===== src/common/demodParamsPkg.sv =====
// Demodulator parameters
// Widths, turn lengths, local oscillator table and gain trim constants
package demodParamsPkg;

    // ADC channels and sample format
    localparam int NUM_CHANNELS = 4;
    localparam int CHAN_WIDTH = $clog2(NUM_CHANNELS);
    localparam int ADC_WIDTH = 16;

    //////////////////////////////
    // local oscillator
    localparam int LO_WIDTH = 18;
    // amplitude of two to the LO_SHIFT keeps products exact
    localparam int LO_SHIFT = LO_WIDTH - 2;
    localparam int LO_PERIOD = 4;
    localparam int RAW_PRODUCT_WIDTH = ADC_WIDTH + LO_WIDTH;
    localparam logic signed [LO_WIDTH-1:0] LO_AMPLITUDE = 1 << LO_SHIFT;

    localparam logic signed [LO_WIDTH-1:0] LO_COS_TABLE [LO_PERIOD] = '{
        LO_AMPLITUDE, '0, -LO_AMPLITUDE, '0
    };
    localparam logic signed [LO_WIDTH-1:0] LO_SIN_TABLE [LO_PERIOD] = '{
        '0, LO_AMPLITUDE, '0, -LO_AMPLITUDE
    };

    //////////////////////////////
    // turn structure
    localparam int SAMPLES_PER_TURN = 8;
    localparam int PHASE_WIDTH = $clog2(SAMPLES_PER_TURN);
    localparam int TURNS_PER_RF_SUM = 4;
    localparam int TURN_COUNT_WIDTH = $clog2(TURNS_PER_RF_SUM);

    // accumulator limits
    localparam int SUM_WIDTH = 19;
    localparam logic signed [SUM_WIDTH-1:0] SUM_MAX = {1'b0, {(SUM_WIDTH-1){1'b1}}};
    localparam logic signed [SUM_WIDTH-1:0] SUM_MIN = {1'b1, {(SUM_WIDTH-1){1'b0}}};

    //////////////////////////////
    // magnitude and gain trim
    localparam int MAG_WIDTH = 20;
    localparam logic [MAG_WIDTH-1:0] MAG_MAX = '1;
    localparam int GAIN_WIDTH = 16;
    // unity gain is 16384
    localparam int GAIN_FRAC_BITS = 14;
    localparam int TRIM_PRODUCT_WIDTH = MAG_WIDTH + GAIN_WIDTH;

endpackage


===== src/common/demodTypesPkg.sv =====
// Demodulator data types
// Sample, sum, magnitude and gain sets plus the tagged items of the magnitude path
package demodTypesPkg;

    typedef logic signed [demodParamsPkg::ADC_WIDTH-1:0] sampleT;
    typedef logic signed [demodParamsPkg::SUM_WIDTH-1:0] sumT;
    typedef logic [demodParamsPkg::MAG_WIDTH-1:0] magT;
    typedef logic [demodParamsPkg::GAIN_WIDTH-1:0] gainT;
    typedef logic [demodParamsPkg::CHAN_WIDTH-1:0] chanIdT;

    // one ADC sample per channel
    typedef struct packed {
        sampleT [demodParamsPkg::NUM_CHANNELS-1:0] ch;
    } adcSamplesT;

    typedef struct packed {
        sumT q;
        sumT i;
    } iqT;

    // mixer output at ADC scale
    typedef struct packed {
        iqT [demodParamsPkg::NUM_CHANNELS-1:0] ch;
    } productSetT;

    typedef struct packed {
        iqT [demodParamsPkg::NUM_CHANNELS-1:0] ch;
    } sumSetT;

    typedef struct packed {
        magT [demodParamsPkg::NUM_CHANNELS-1:0] ch;
    } magSetT;

    typedef struct packed {
        gainT [demodParamsPkg::NUM_CHANNELS-1:0] ch;
    } gainSetT;

    typedef enum logic {
        STREAM_TBT = 1'b0,
        STREAM_RF  = 1'b1
    } streamIdT;

    // one channel on its way through the magnitude estimator
    typedef struct packed {
        streamIdT stream;
        chanIdT channel;
        sumT q;
        sumT i;
    } magItemT;

    typedef struct packed {
        streamIdT stream;
        chanIdT channel;
        magT mag;
    } magResultT;

endpackage


===== src/source/loSequencer.sv =====
`timescale 1ns/1ps
// Local oscillator sequencer
// Steps the sample phase of each turn and marks turn and RF interval ends
module loSequencer (
    input  logic clk,
    input  logic reset,
    output logic [demodParamsPkg::PHASE_WIDTH-1:0] phase,
    output logic turnEnd,
    output logic rfEnd
);

    logic [demodParamsPkg::TURN_COUNT_WIDTH-1:0] turnCount;

    // last sample of the turn
    assign turnEnd = (phase == demodParamsPkg::SAMPLES_PER_TURN - 1);

    // last turn of the RF interval
    assign rfEnd = turnEnd && (turnCount == demodParamsPkg::TURNS_PER_RF_SUM - 1);

    always_ff @(posedge clk) begin
        if (reset) begin
            phase <= '0;
            turnCount <= '0;
        end
        else if (turnEnd) begin
            phase <= '0;
            if (rfEnd) begin
                turnCount <= '0;
            end
            else begin
                turnCount <= turnCount + 1'b1;
            end
        end
        else begin
            phase <= phase + 1'b1;
        end
    end

endmodule


===== src/source/demodMixer.sv =====
`timescale 1ns/1ps
// Demodulation mixer
// Registered I and Q products of every channel with the local oscillator
module demodMixer (
    input  logic clk,
    input  logic reset,
    input  demodTypesPkg::adcSamplesT adcSamples,
    input  logic [demodParamsPkg::PHASE_WIDTH-1:0] phase,
    input  logic turnEnd,
    input  logic rfEnd,
    output demodTypesPkg::productSetT products,
    output logic productTurnEnd,
    output logic productRfEnd
);

    logic signed [demodParamsPkg::LO_WIDTH-1:0] loCos;
    logic signed [demodParamsPkg::LO_WIDTH-1:0] loSin;
    logic signed [demodParamsPkg::RAW_PRODUCT_WIDTH-1:0] rawI [demodParamsPkg::NUM_CHANNELS];
    logic signed [demodParamsPkg::RAW_PRODUCT_WIDTH-1:0] rawQ [demodParamsPkg::NUM_CHANNELS];
    demodTypesPkg::productSetT nextProducts;

    // oscillator repeats twice per turn
    assign loCos = demodParamsPkg::LO_COS_TABLE[phase % demodParamsPkg::LO_PERIOD];
    assign loSin = demodParamsPkg::LO_SIN_TABLE[phase % demodParamsPkg::LO_PERIOD];

    always_comb begin
        for (int c = 0; c < demodParamsPkg::NUM_CHANNELS; c++) begin
            rawI[c] = $signed(adcSamples.ch[c]) * loCos;
            rawQ[c] = $signed(adcSamples.ch[c]) * loSin;
            // back to ADC scale
            nextProducts.ch[c].i = demodTypesPkg::sumT'(rawI[c] >>> demodParamsPkg::LO_SHIFT);
            nextProducts.ch[c].q = demodTypesPkg::sumT'(rawQ[c] >>> demodParamsPkg::LO_SHIFT);
        end
    end

    // boundary marks travel with the products
    always_ff @(posedge clk) begin
        if (reset) begin
            products <= '0;
            productTurnEnd <= 1'b0;
            productRfEnd <= 1'b0;
        end
        else begin
            products <= nextProducts;
            productTurnEnd <= turnEnd;
            productRfEnd <= rfEnd;
        end
    end

endmodule


===== src/source/turnAccumulator.sv =====
`timescale 1ns/1ps
// Saturating I/Q accumulator
// Sums products over an interval and latches the sums at its last product
module turnAccumulator #(
    parameter int TURNS_PER_SUM = 1
) (
    input  logic clk,
    input  logic reset,
    input  demodTypesPkg::productSetT products,
    input  logic lastProduct,
    output demodTypesPkg::sumSetT sums,
    output logic sumsValid,
    output logic overflow
);

    demodTypesPkg::sumSetT acc;
    demodTypesPkg::sumSetT nextAcc;
    logic anySaturated;

    // returns {saturated, sum}
    function automatic logic [demodParamsPkg::SUM_WIDTH:0] satAdd(
        input demodTypesPkg::sumT a,
        input demodTypesPkg::sumT b
    );
        logic signed [demodParamsPkg::SUM_WIDTH:0] wide;
        wide = a + b;
        if (wide > demodParamsPkg::SUM_MAX) begin
            return {1'b1, demodParamsPkg::SUM_MAX};
        end
        if (wide < demodParamsPkg::SUM_MIN) begin
            return {1'b1, demodParamsPkg::SUM_MIN};
        end
        return {1'b0, wide[demodParamsPkg::SUM_WIDTH-1:0]};
    endfunction

    always_comb begin
        logic satI;
        logic satQ;
        anySaturated = 1'b0;
        for (int c = 0; c < demodParamsPkg::NUM_CHANNELS; c++) begin
            {satI, nextAcc.ch[c].i} = satAdd(acc.ch[c].i, products.ch[c].i);
            {satQ, nextAcc.ch[c].q} = satAdd(acc.ch[c].q, products.ch[c].q);
            anySaturated = anySaturated | satI | satQ;
        end
    end

    always_ff @(posedge clk) begin
        if (reset) begin
            acc <= '0;
            sumsValid <= 1'b0;
            overflow <= 1'b0;
        end
        else begin
            sumsValid <= lastProduct;
            overflow <= anySaturated;
            if (lastProduct) begin
                acc <= '0;
            end
            else begin
                acc <= nextAcc;
            end
        end
    end

    // completed sums include the last product
    always_ff @(posedge clk) begin
        if (lastProduct) begin
            sums <= nextAcc;
        end
    end

endmodule


===== src/magnitude/streamArbiter.sv =====
`timescale 1ns/1ps
// Stream arbiter
// Holds pending sum sets and feeds one channel per cycle, turn-by-turn first
module streamArbiter (
    input  logic clk,
    input  logic reset,
    input  demodTypesPkg::sumSetT tbtSums,
    input  logic tbtSumsValid,
    input  demodTypesPkg::sumSetT rfSums,
    input  logic rfSumsValid,
    output demodTypesPkg::magItemT item,
    output logic itemValid
);

    demodTypesPkg::sumSetT tbtCopy;
    demodTypesPkg::sumSetT rfCopy;
    demodTypesPkg::sumSetT activeSet;
    demodTypesPkg::streamIdT activeStream;
    demodTypesPkg::chanIdT channel;
    logic tbtPending;
    logic rfPending;
    logic busy;
    logic lastChannel;
    logic startTbt;
    logic startRf;

    assign lastChannel = (channel == demodParamsPkg::NUM_CHANNELS - 1);

    // next set may start while the last channel of the current one goes out
    assign startTbt = tbtPending && (!busy || lastChannel);
    assign startRf = rfPending && !tbtPending && (!busy || lastChannel);

    //////////////////////////////
    // sum set storage
    always_ff @(posedge clk) begin
        if (tbtSumsValid) begin
            tbtCopy <= tbtSums;
        end
        if (rfSumsValid) begin
            rfCopy <= rfSums;
        end
        if (startTbt) begin
            activeSet <= tbtCopy;
        end
        else if (startRf) begin
            activeSet <= rfCopy;
        end
    end

    //////////////////////////////
    // pending flags and channel walk
    always_ff @(posedge clk) begin
        if (reset) begin
            tbtPending <= 1'b0;
            rfPending <= 1'b0;
            busy <= 1'b0;
            channel <= '0;
            activeStream <= demodTypesPkg::STREAM_TBT;
        end
        else begin
            // newer set overwrites one not yet started
            tbtPending <= tbtSumsValid || (tbtPending && !startTbt);
            rfPending <= rfSumsValid || (rfPending && !startRf);
            if (startTbt || startRf) begin
                busy <= 1'b1;
                channel <= '0;
                activeStream <= startTbt ? demodTypesPkg::STREAM_TBT : demodTypesPkg::STREAM_RF;
            end
            else if (busy) begin
                channel <= channel + 1'b1;
                if (lastChannel) begin
                    busy <= 1'b0;
                end
            end
        end
    end

    assign itemValid = busy;
    assign item.stream = activeStream;
    assign item.channel = channel;
    assign item.i = activeSet.ch[channel].i;
    assign item.q = activeSet.ch[channel].q;

endmodule


===== src/magnitude/magnitudeEstimator.sv =====
`timescale 1ns/1ps
// Magnitude estimator
// Two-stage max plus half min approximation, tag carried alongside
module magnitudeEstimator (
    input  logic clk,
    input  logic reset,
    input  demodTypesPkg::magItemT item,
    input  logic itemValid,
    output demodTypesPkg::magResultT result,
    output logic resultValid
);

    logic [demodParamsPkg::SUM_WIDTH-1:0] absI;
    logic [demodParamsPkg::SUM_WIDTH-1:0] absQ;
    logic [demodParamsPkg::SUM_WIDTH-1:0] larger;
    logic [demodParamsPkg::SUM_WIDTH-1:0] smaller;
    demodTypesPkg::streamIdT stageStream;
    demodTypesPkg::chanIdT stageChannel;
    logic stageValid;

    assign larger = (absI >= absQ) ? absI : absQ;
    assign smaller = (absI >= absQ) ? absQ : absI;

    // stage 1 absolute values, stage 2 combine
    always_ff @(posedge clk) begin
        absI <= item.i[demodParamsPkg::SUM_WIDTH-1] ? -item.i : item.i;
        absQ <= item.q[demodParamsPkg::SUM_WIDTH-1] ? -item.q : item.q;
        stageStream <= item.stream;
        stageChannel <= item.channel;
        // half of the smaller, rounded down
        result.mag <= larger + (smaller >> 1);
        result.stream <= stageStream;
        result.channel <= stageChannel;
    end

    always_ff @(posedge clk) begin
        if (reset) begin
            stageValid <= 1'b0;
            resultValid <= 1'b0;
        end
        else begin
            stageValid <= itemValid;
            resultValid <= stageValid;
        end
    end

endmodule


===== src/magnitude/gainTrim.sv =====
`timescale 1ns/1ps
// Gain trim
// Scales each magnitude by its channel gain and assembles per-stream sets
module gainTrim (
    input  logic clk,
    input  logic reset,
    input  demodTypesPkg::magResultT result,
    input  logic resultValid,
    input  demodTypesPkg::gainSetT gains,
    output demodTypesPkg::magSetT tbtMags,
    output demodTypesPkg::magSetT rfMags,
    output logic tbtValid,
    output logic rfValid
);

    logic [demodParamsPkg::TRIM_PRODUCT_WIDTH-1:0] scaled;
    demodTypesPkg::magT trimmed;
    logic lastChannel;
    logic isTbt;

    // fixed point gain, GAIN_FRAC_BITS fraction bits
    assign scaled = (result.mag * gains.ch[result.channel]) >> demodParamsPkg::GAIN_FRAC_BITS;

    // clamp at full scale
    assign trimmed = (scaled > demodParamsPkg::MAG_MAX) ?
                     demodParamsPkg::MAG_MAX : scaled[demodParamsPkg::MAG_WIDTH-1:0];

    assign lastChannel = (result.channel == demodParamsPkg::NUM_CHANNELS - 1);
    assign isTbt = (result.stream == demodTypesPkg::STREAM_TBT);

    always_ff @(posedge clk) begin
        if (reset) begin
            tbtMags <= '0;
            rfMags <= '0;
            tbtValid <= 1'b0;
            rfValid <= 1'b0;
        end
        else begin
            // set is complete once channel 3 lands
            tbtValid <= resultValid && isTbt && lastChannel;
            rfValid <= resultValid && !isTbt && lastChannel;
            if (resultValid) begin
                if (isTbt) begin
                    tbtMags.ch[result.channel] <= trimmed;
                end
                else begin
                    rfMags.ch[result.channel] <= trimmed;
                end
            end
        end
    end

endmodule


===== src/source/bpmProcessor.sv =====
`timescale 1ns/1ps
// BPM front end processing
// Demodulates four ADC channels into trimmed turn-by-turn and RF magnitudes
module bpmProcessor (
    input  logic clk,
    input  logic reset,
    input  demodTypesPkg::adcSamplesT adcSamples,
    input  demodTypesPkg::gainSetT gains,
    output demodTypesPkg::magSetT tbtMags,
    output demodTypesPkg::magSetT rfMags,
    output logic tbtValid,
    output logic rfValid,
    output logic overflowFlag
);

    logic [demodParamsPkg::PHASE_WIDTH-1:0] phase;
    logic turnEnd;
    logic rfEnd;
    demodTypesPkg::productSetT products;
    logic productTurnEnd;
    logic productRfEnd;
    demodTypesPkg::sumSetT tbtSums;
    demodTypesPkg::sumSetT rfSums;
    logic tbtSumsValid;
    logic rfSumsValid;
    logic tbtOverflow;
    logic rfOverflow;
    demodTypesPkg::magItemT item;
    logic itemValid;
    demodTypesPkg::magResultT result;
    logic resultValid;

    //////////////////////////////
    // demodulation
    loSequencer sequencer (.clk, .reset, .phase, .turnEnd, .rfEnd);

    demodMixer mixer (.clk, .reset, .adcSamples, .phase, .turnEnd, .rfEnd,
        .products, .productTurnEnd, .productRfEnd);

    turnAccumulator #(.TURNS_PER_SUM(1)) tbtAccumulator (.clk, .reset, .products,
        .lastProduct(productTurnEnd), .sums(tbtSums), .sumsValid(tbtSumsValid),
        .overflow(tbtOverflow));

    turnAccumulator #(.TURNS_PER_SUM(demodParamsPkg::TURNS_PER_RF_SUM)) rfAccumulator (
        .clk, .reset, .products, .lastProduct(productRfEnd), .sums(rfSums),
        .sumsValid(rfSumsValid), .overflow(rfOverflow));

    //////////////////////////////
    // shared magnitude path
    streamArbiter arbiter (.clk, .reset, .tbtSums, .tbtSumsValid, .rfSums, .rfSumsValid,
        .item, .itemValid);

    magnitudeEstimator estimator (.clk, .reset, .item, .itemValid, .result, .resultValid);

    gainTrim trim (.clk, .reset, .result, .resultValid, .gains, .tbtMags, .rfMags,
        .tbtValid, .rfValid);

    // sticky until reset
    always_ff @(posedge clk) begin
        if (reset) begin
            overflowFlag <= 1'b0;
        end
        else if (tbtOverflow || rfOverflow) begin
            overflowFlag <= 1'b1;
        end
    end

endmodule


===== config.mk =====
export PLATFORM = sky130hd
export DESIGN_NAME = bpmProcessor
export DESIGN_NICKNAME = d
export VERILOG_FILES = /design/src/common/demodParamsPkg.sv /design/src/common/demodTypesPkg.sv /design/src/source/loSequencer.sv /design/src/source/demodMixer.sv /design/src/source/turnAccumulator.sv /design/src/magnitude/streamArbiter.sv /design/src/magnitude/magnitudeEstimator.sv /design/src/magnitude/gainTrim.sv /design/src/source/bpmProcessor.sv
export SDC_FILE = /design/constraint.sdc
export NUM_CORES = 2
export LEC_CHECK = 0
export BUFFER_PORTS_ARGS = -buffer_cell sky130_fd_sc_hd__buf_4
export CORE_AREA = 4 4 582 584
export CTS_CLUSTER_SIZE = 14
export DETAILED_ROUTE_END_ITERATION = 16
export DIE_AREA = 0 0 586 588
export PLACE_DENSITY = 0.47
export SYNTH_ARGS = -nofsm -noshare
export SYNTH_HDL_FRONTEND = slang
export SYNTH_SLANG_ARGS = --single-unit

===== constraint.sdc =====
create_clock -name clk -period 8.1 [get_ports clk]
set_clock_uncertainty 0.1 [all_clocks]
set_input_delay 0.81 -clock clk [delete_from_list [all_inputs] [get_ports clk]]
set_output_delay 0.81 -clock clk [all_outputs]
set_load 0.02 [all_outputs]

== After elaboration in Yosys (flattened, before gate mapping) ==
Index checks and enable logic that the tools add are counted.
Storage, ports and cells
  input bits: 130
  output and inout port bits: 163
  register bits after elaboration: 1454
  logic and storage cells: 353
Cells by class
  eq/ne operators: 4
  add/sub/neg operators: 22
  bitwise operators: 16
  multiplexer cells: 138
  $lt $le $gt $ge: 38
  multipliers: 9
  reduce and logical (&&, ||, !) cells: 27
Operators by type and width (number)
  $mux W20: 66
  $add A19 B18 Y20: 17
  $gt A20 B19 Y1 const B: 16
  $lt A20 B19 Y1 const B: 16
  $mux W152: 2
  $mul A16 B18 Y34: 8
  $bwmux W80: 2
  $mux W18: 6
  $bmux W38 S2: 1
  $bmux W18 S2: 2
  $mux W1: 52
  $demux W20 S2: 1
  $mux W19: 2
  $mux W38: 1
  $neg A19 Y19: 2
  $mul A20 B16 Y36: 1
  $ge A33 B3 Y1 const B: 1
  $not A2 Y33: 1
  $bmux W16 S2: 1
  $gt A22 B20 Y1 const B: 1
  $ge A19 B19 Y1: 1
  $mux W16: 1
  $or A1 B1 Y1: 14
  $logic_and A1 B1 Y1: 11
  13 further kinds: 28

== Depth between registers and ports, before layout ==
  depth in word-level cells: 13
  depth in mapped cells: 29
  gate-level depth less buffers: 25

== Modules after synthesis ==
Synthesis repeated with hierarchy kept, for this count alone.
Unflattened totals
  cell total of the unflattened synthesis: 9743
  area, all modules: 104590.3 µm²
By module, submodules not included
  demodMixer: sequential area each 2922.8 µm², times used 1, cells an instance 3438, area each 32025.7 µm²
  turnAccumulator (rfAccumulator): sequential area each 7647.3 µm², times used 1, cells an instance 1668, area each 17252.8 µm²
  turnAccumulator (tbtAccumulator): sequential area each 7647.3 µm², times used 1, cells an instance 1667, area each 17225.3 µm²
  streamArbiter: sequential area each 13813.2 µm², times used 1, cells an instance 695, area each 17080.1 µm²
  gainTrim: sequential area each 3243.1 µm², times used 1, cells an instance 1829, area each 16981.3 µm²
  magnitudeEstimator: sequential area each 1321.3 µm², times used 1, cells an instance 426, area each 3794.9 µm²
  loSequencer: sequential area each 100.1 µm², times used 1, cells an instance 17, area each 201.4 µm²
  bpmProcessor: sequential area each 20.0 µm², times used 1, cells an instance 3, area each 28.8 µm²

== Worst setup path after synthesis ==
Ideal clock, no wire load.
  kind: register to register
  from: register estimator.result[20] (netlist name)
  to: register trim.rfMags[74] (netlist name)
  arrival: 7.970 ns
  library setup time: 0.086 ns
  required time: 7.914 ns
  period minus slack after synthesis: 8.156 ns
  cell stages (with the launch flop): 28
  setup slack: -0.056 ns
  buffers on the path: 4
  path through: dfxtp_1 > buf_1 > clkbuf_1 > mux4_2 > clkbuf_1 > and2_1 > fa_1 > inv_1 > fa_1 > inv_1 > fa_1 > fa_1 > fa_1 > inv_1 > fa_1 > inv_1 > ha_1 > nand4_1 > nor3_1 > and3_1 > a221oi_2 > o211a_1 > o41ai_1 > nor3_1 > a31oi_2 > buf_6 > nor2_4 > a211oi_1
Between the ends
  word-level cells in the longest chain between the ends: 6
  elaborated cells on any way between the ends: 11
  classes of those cells: mul (1); order compare (3); mux (6); reduce/logical (1)
RTL lines
  $bmux W16 S2: RTL line gainTrim.sv:22  | assign scaled = (result.mag * gains.ch[result.channel]) >> demodParamsPkg::GAIN_FRAC_BITS;
  $mux W16 (implied by the code): RTL line gainTrim.sv:22
  $mul A20 B16 Y36: RTL line gainTrim.sv:22
  $gt A22 B20 Y1: RTL line gainTrim.sv:25  | assign trimmed = (scaled > demodParamsPkg::MAG_MAX) ?
  $mux W20: RTL line gainTrim.sv:25
  $bwmux W80 *: RTL line gainTrim.sv:47  | rfMags.ch[result.channel] <= trimmed;
Mark *: on every way between the ends. The rest lies on a longest branch, timed or not. The select of a mux whose other input is x is not followed.
A chain may end at the register's enable or synchronous reset.

== Final worst setup path ==
  from: register estimator.result[20] (netlist name)
  to: register trim.tbtMags[69] (netlist name)
Between the ends
  word-level cells in the longest chain between the ends: 6
  elaborated cells on any way between the ends: 11
  classes of those cells: mul (1); order compare (3); mux (6); reduce/logical (1)
RTL lines
  $bmux W16 S2: RTL line gainTrim.sv:22
  $mux W16 (implied by the code): RTL line gainTrim.sv:22
  $mul A20 B16 Y36: RTL line gainTrim.sv:22
  $gt A22 B20 Y1: RTL line gainTrim.sv:25
  $mux W20: RTL line gainTrim.sv:25
  $bwmux W80 *: RTL line gainTrim.sv:44  | tbtMags.ch[result.channel] <= trimmed;
Marked as above.

==> run_results.csv <==
group,metric,value,unit
cts,clkTransAtPathRegs,0.08,ns
cts,clock-root-buffer,"clkbuf_16",
drt,vias,65640,
floorplanning,initial_core_util,29.98,%
worst_setup_path,cp.arrival,8.29,ns
cts,worstSkewPairLatency,0.83,ns
outcome,status,"finished, final reports clean",
sta,slew_violations,0,
global_routing,grt-ovfl-total,0,
placement,place.gp.congestion,0.8537,
pwr,p_per_area,379.6,mW/mm^2
worst_setup_path,ff2ff_path_depth,29,
drt,drt_iter0_drc,3568,
sta,max_freq,128.7,MHz
synth,post_synth_num_cell_types,86,
synth,ys_top_cells_by_area,"edfxtp_1 23%, fa_1 18%, dfxtp_1 14%",
cells_and_area,area_growth,13.52,%
worst_setup_path,cp-start-kind,"flop",
floorplanning,placementRows,212,
floorplanning,fp.coreArea,0.3332,sq mm
synth,synth_top_area_share,22.85,%
worst_setup_path,path_max_fanout,15,
worst_setup_path,cp_common_cell,"fa_1",
drt,route.detailed.drc,0,
cells_and_area,nets,11380,
worst_setup_path,rrSetupSlack,0.33,ns
synth,synth.avg_cell_area,10.98,sq um
global_routing,grt_max_degree,155,
synth,ys.flop_type,"edfxtp_1",
cells_and_area,fill_cells,33470,
worst_setup_path,critPathTopFamily,"adder cells",
cells_and_area,drive_gt1_share,10.66,%
global_routing,first_global_vias,68580,
worst_setup_path,slowest_stage,"mux4_2",
sta,slew_headroom,12.57,%
synth,synth_edf_count,760,
cts,clock_path_buffers,4,
min_path,hold_class,"flop to flop",
placement,hpwl,206600,um
sta,whs,0.2046,ns
worst_setup_path,path_class,"flop to flop",
synth,yosysTopAreaCell,"edfxtp_1",
synth,synth_commonest_cells,"1146 x inv_1, 917 x ha_1, 898 x fa_1, 760 x edfxtp_1, 694 x dfxtp_1",
synth,synth_nets,11040,
sta,fin_crit_sh,95.90,%
cts,cts_made_buffers,167,
drt,viasPerCell,4.699,
sta,worst_pin_slew,1.307,ns
sta,setup_viol,0,
synth,ys_seq_elements,1454,
synth,syn-cell-area,0.09987,sq mm
floorplanning,fp.dieH,588,um
worst_setup_path,critPathBufInv,10,
pwr,ir_worst_vdd,0.3195,mV
sta,finalHoldViolCount,0,
cts,tritoncts,"done",
sta,rsz0062_at_grt,"false",
synth,async_flop_share,0,%
floorplanning,pin_count,293,
synth,yosysSeqAreaShare,36.76,%
drt,drtPass1Iterations,5,
sta,min_period,7.768,ns
run,maxCapViolations,0,
drt,wl_per_cell,18.98,um
cts,clock-sinks,1454,
pwr,power.total,43.04,mW
synth,synth_cells,9096,
floorplanning,die_x,586,um
drt,wirelength,265200,um
global_routing,antenna_found_initial,9,
worst_setup_path,required,8.63,ns
floorplanning,die_area,0.3446,sq mm
cts,htreeDepth,4,
global_routing,grt_pass1_wl,410800,um
drt,postRouteAntennaNets,0,
worst_setup_path,worstSetupPathDepth,29,
min_path,holdPathStages,0,
worst_setup_path,critical-path-max-stage-delay,0.63,ns
synth,yosysMostFrequentCell,"inv_1",
placement,io_buffers,292,
sta,setup_tns,0,ns
global_routing,grt_use_total,15.27,%
pwr,leakagePower,49.20,nW
worst_setup_path,worstSetupEndpointType,"flop",
synth,yosysWarnings,0,
flip-flops by register name, summed over array words and instances (netlist names), 2 cells and up:
| name | count |
|---|---|
| tbtAccumulator.acc | 152 |
| estimator.absI | 19 |
| arbiter.channel | 2 |
| estimator.absQ | 19 |
| mixer.products | 144 |
| sequencer.phase | 3 |
| tbtAccumulator.sums | 152 |
| trim.tbtMags | 80 |
| estimator.stageChannel | 2 |
| trim.rfMags | 80 |
| arbiter.tbtCopy | 152 |
| arbiter.rfCopy | 152 |
| rfAccumulator.sums | 152 |
| rfAccumulator.acc | 152 |
| arbiter.activeSet | 152 |
| estimator.result | 23 |
| sequencer.turnCount | 2 |
path summary, 6_finish.rpt:
check / startpoint / endpoint
worst max-delay path: estimator.result[20] / trim.tbtMags[69]
worst min register to register: estimator.stageStream / estimator.result[22]
worst max register to register: estimator.result[20] / trim.tbtMags[69]
worst min-delay path: estimator.stageStream / estimator.result[22]
stage by stage:
step                cells  util [%]  setup slack, ns  area (sq um)
floorplan            9096         -           0.1665         99870
global placement    13630     32.32          -0.1506        107700
detailed placement  13630     32.32          -0.2198        107700
CTS                 13930     33.95           0.1112        113100
global route        13950     34.02         0.005398        113300
finish              13970     34.03           0.3320        113400
where the power goes:
group | switching (mW) | internal [mW]
sequential | 0.571 | 9.53
clock | 3.10 | 4.36
combinational | 15.6 | 9.90
total | 19.3 | 23.8
cells in the final DEF, fill, tap and decap left out, drive strengths merged, types with 94 or more instances in the layout:
master / n
nand2: 456
a211oi: 94
nor2: 473
clkbuf: 221
and2: 573
a21o: 185
inv: 1155
edfxtp: 760
nor2b: 123
mux2: 173
fa: 898
xnor2: 344
xor2: 156
buf: 436
a21oi: 565
ha: 917
o21ai: 384
dfxtp: 694
what timing repair did:
action / in CTS / in global routing
gates cloned: 1 / 0
hold buffers: 0 / 0
gates resized for setup: 2 / 9
setup buffers: 4 / 22
setup endpoints to repair: 77 / 158
final cells by class:
cell class / instances / area [sq um] / share of cell area, %
Timing Repair Buffer: 436 / 3447 / 3.040
Clock buffer: 221 / 4637 / 4.090
Clock inverter: 77 / 734.5 / 0.6478
Multi-Input combinational cell: 6229 / 57980 / 51.14
Antenna cell: 17 / 42.54 / 0.03752
Sequential cell: 1454 / 36740 / 32.41
Tap cell: 4387 / 5489 / 4.841
Inverter: 1147 / 4308 / 3.800
worst reg2reg max path: cells and delay by family, from the launching register on:
kind	cells	cell delay [ns]
simple gates	4	0.68
buf+inv	10	1.22
fa+ha+maj	7	2.92
flops	1	0.42
compound gates	7	1.59
mux	1	0.63
kinds of logic after synthesis:
family / count (synthesis) / share of synthesized area [%]
simple gates: 2014 / 10.34
buf+inv: 1414 / 5.344
compound gates: 1629 / 10.10
fa+ha+maj: 1851 / 29.85
xor+xnor: 500 / 4.392
mux: 234 / 3.213
flops: 1454 / 36.76
metal layers:
metal	vias to the layer above	track usage, %	share of wire [%]
met2	1172	25.86	48
met5	-	0	0.0053
met1	32660	20.53	45
li1	31480	-	-
met3	331	1.906	4.1
met4	2	4.109	2.8
Note: power is estimated with default switching activity, not from simulation.
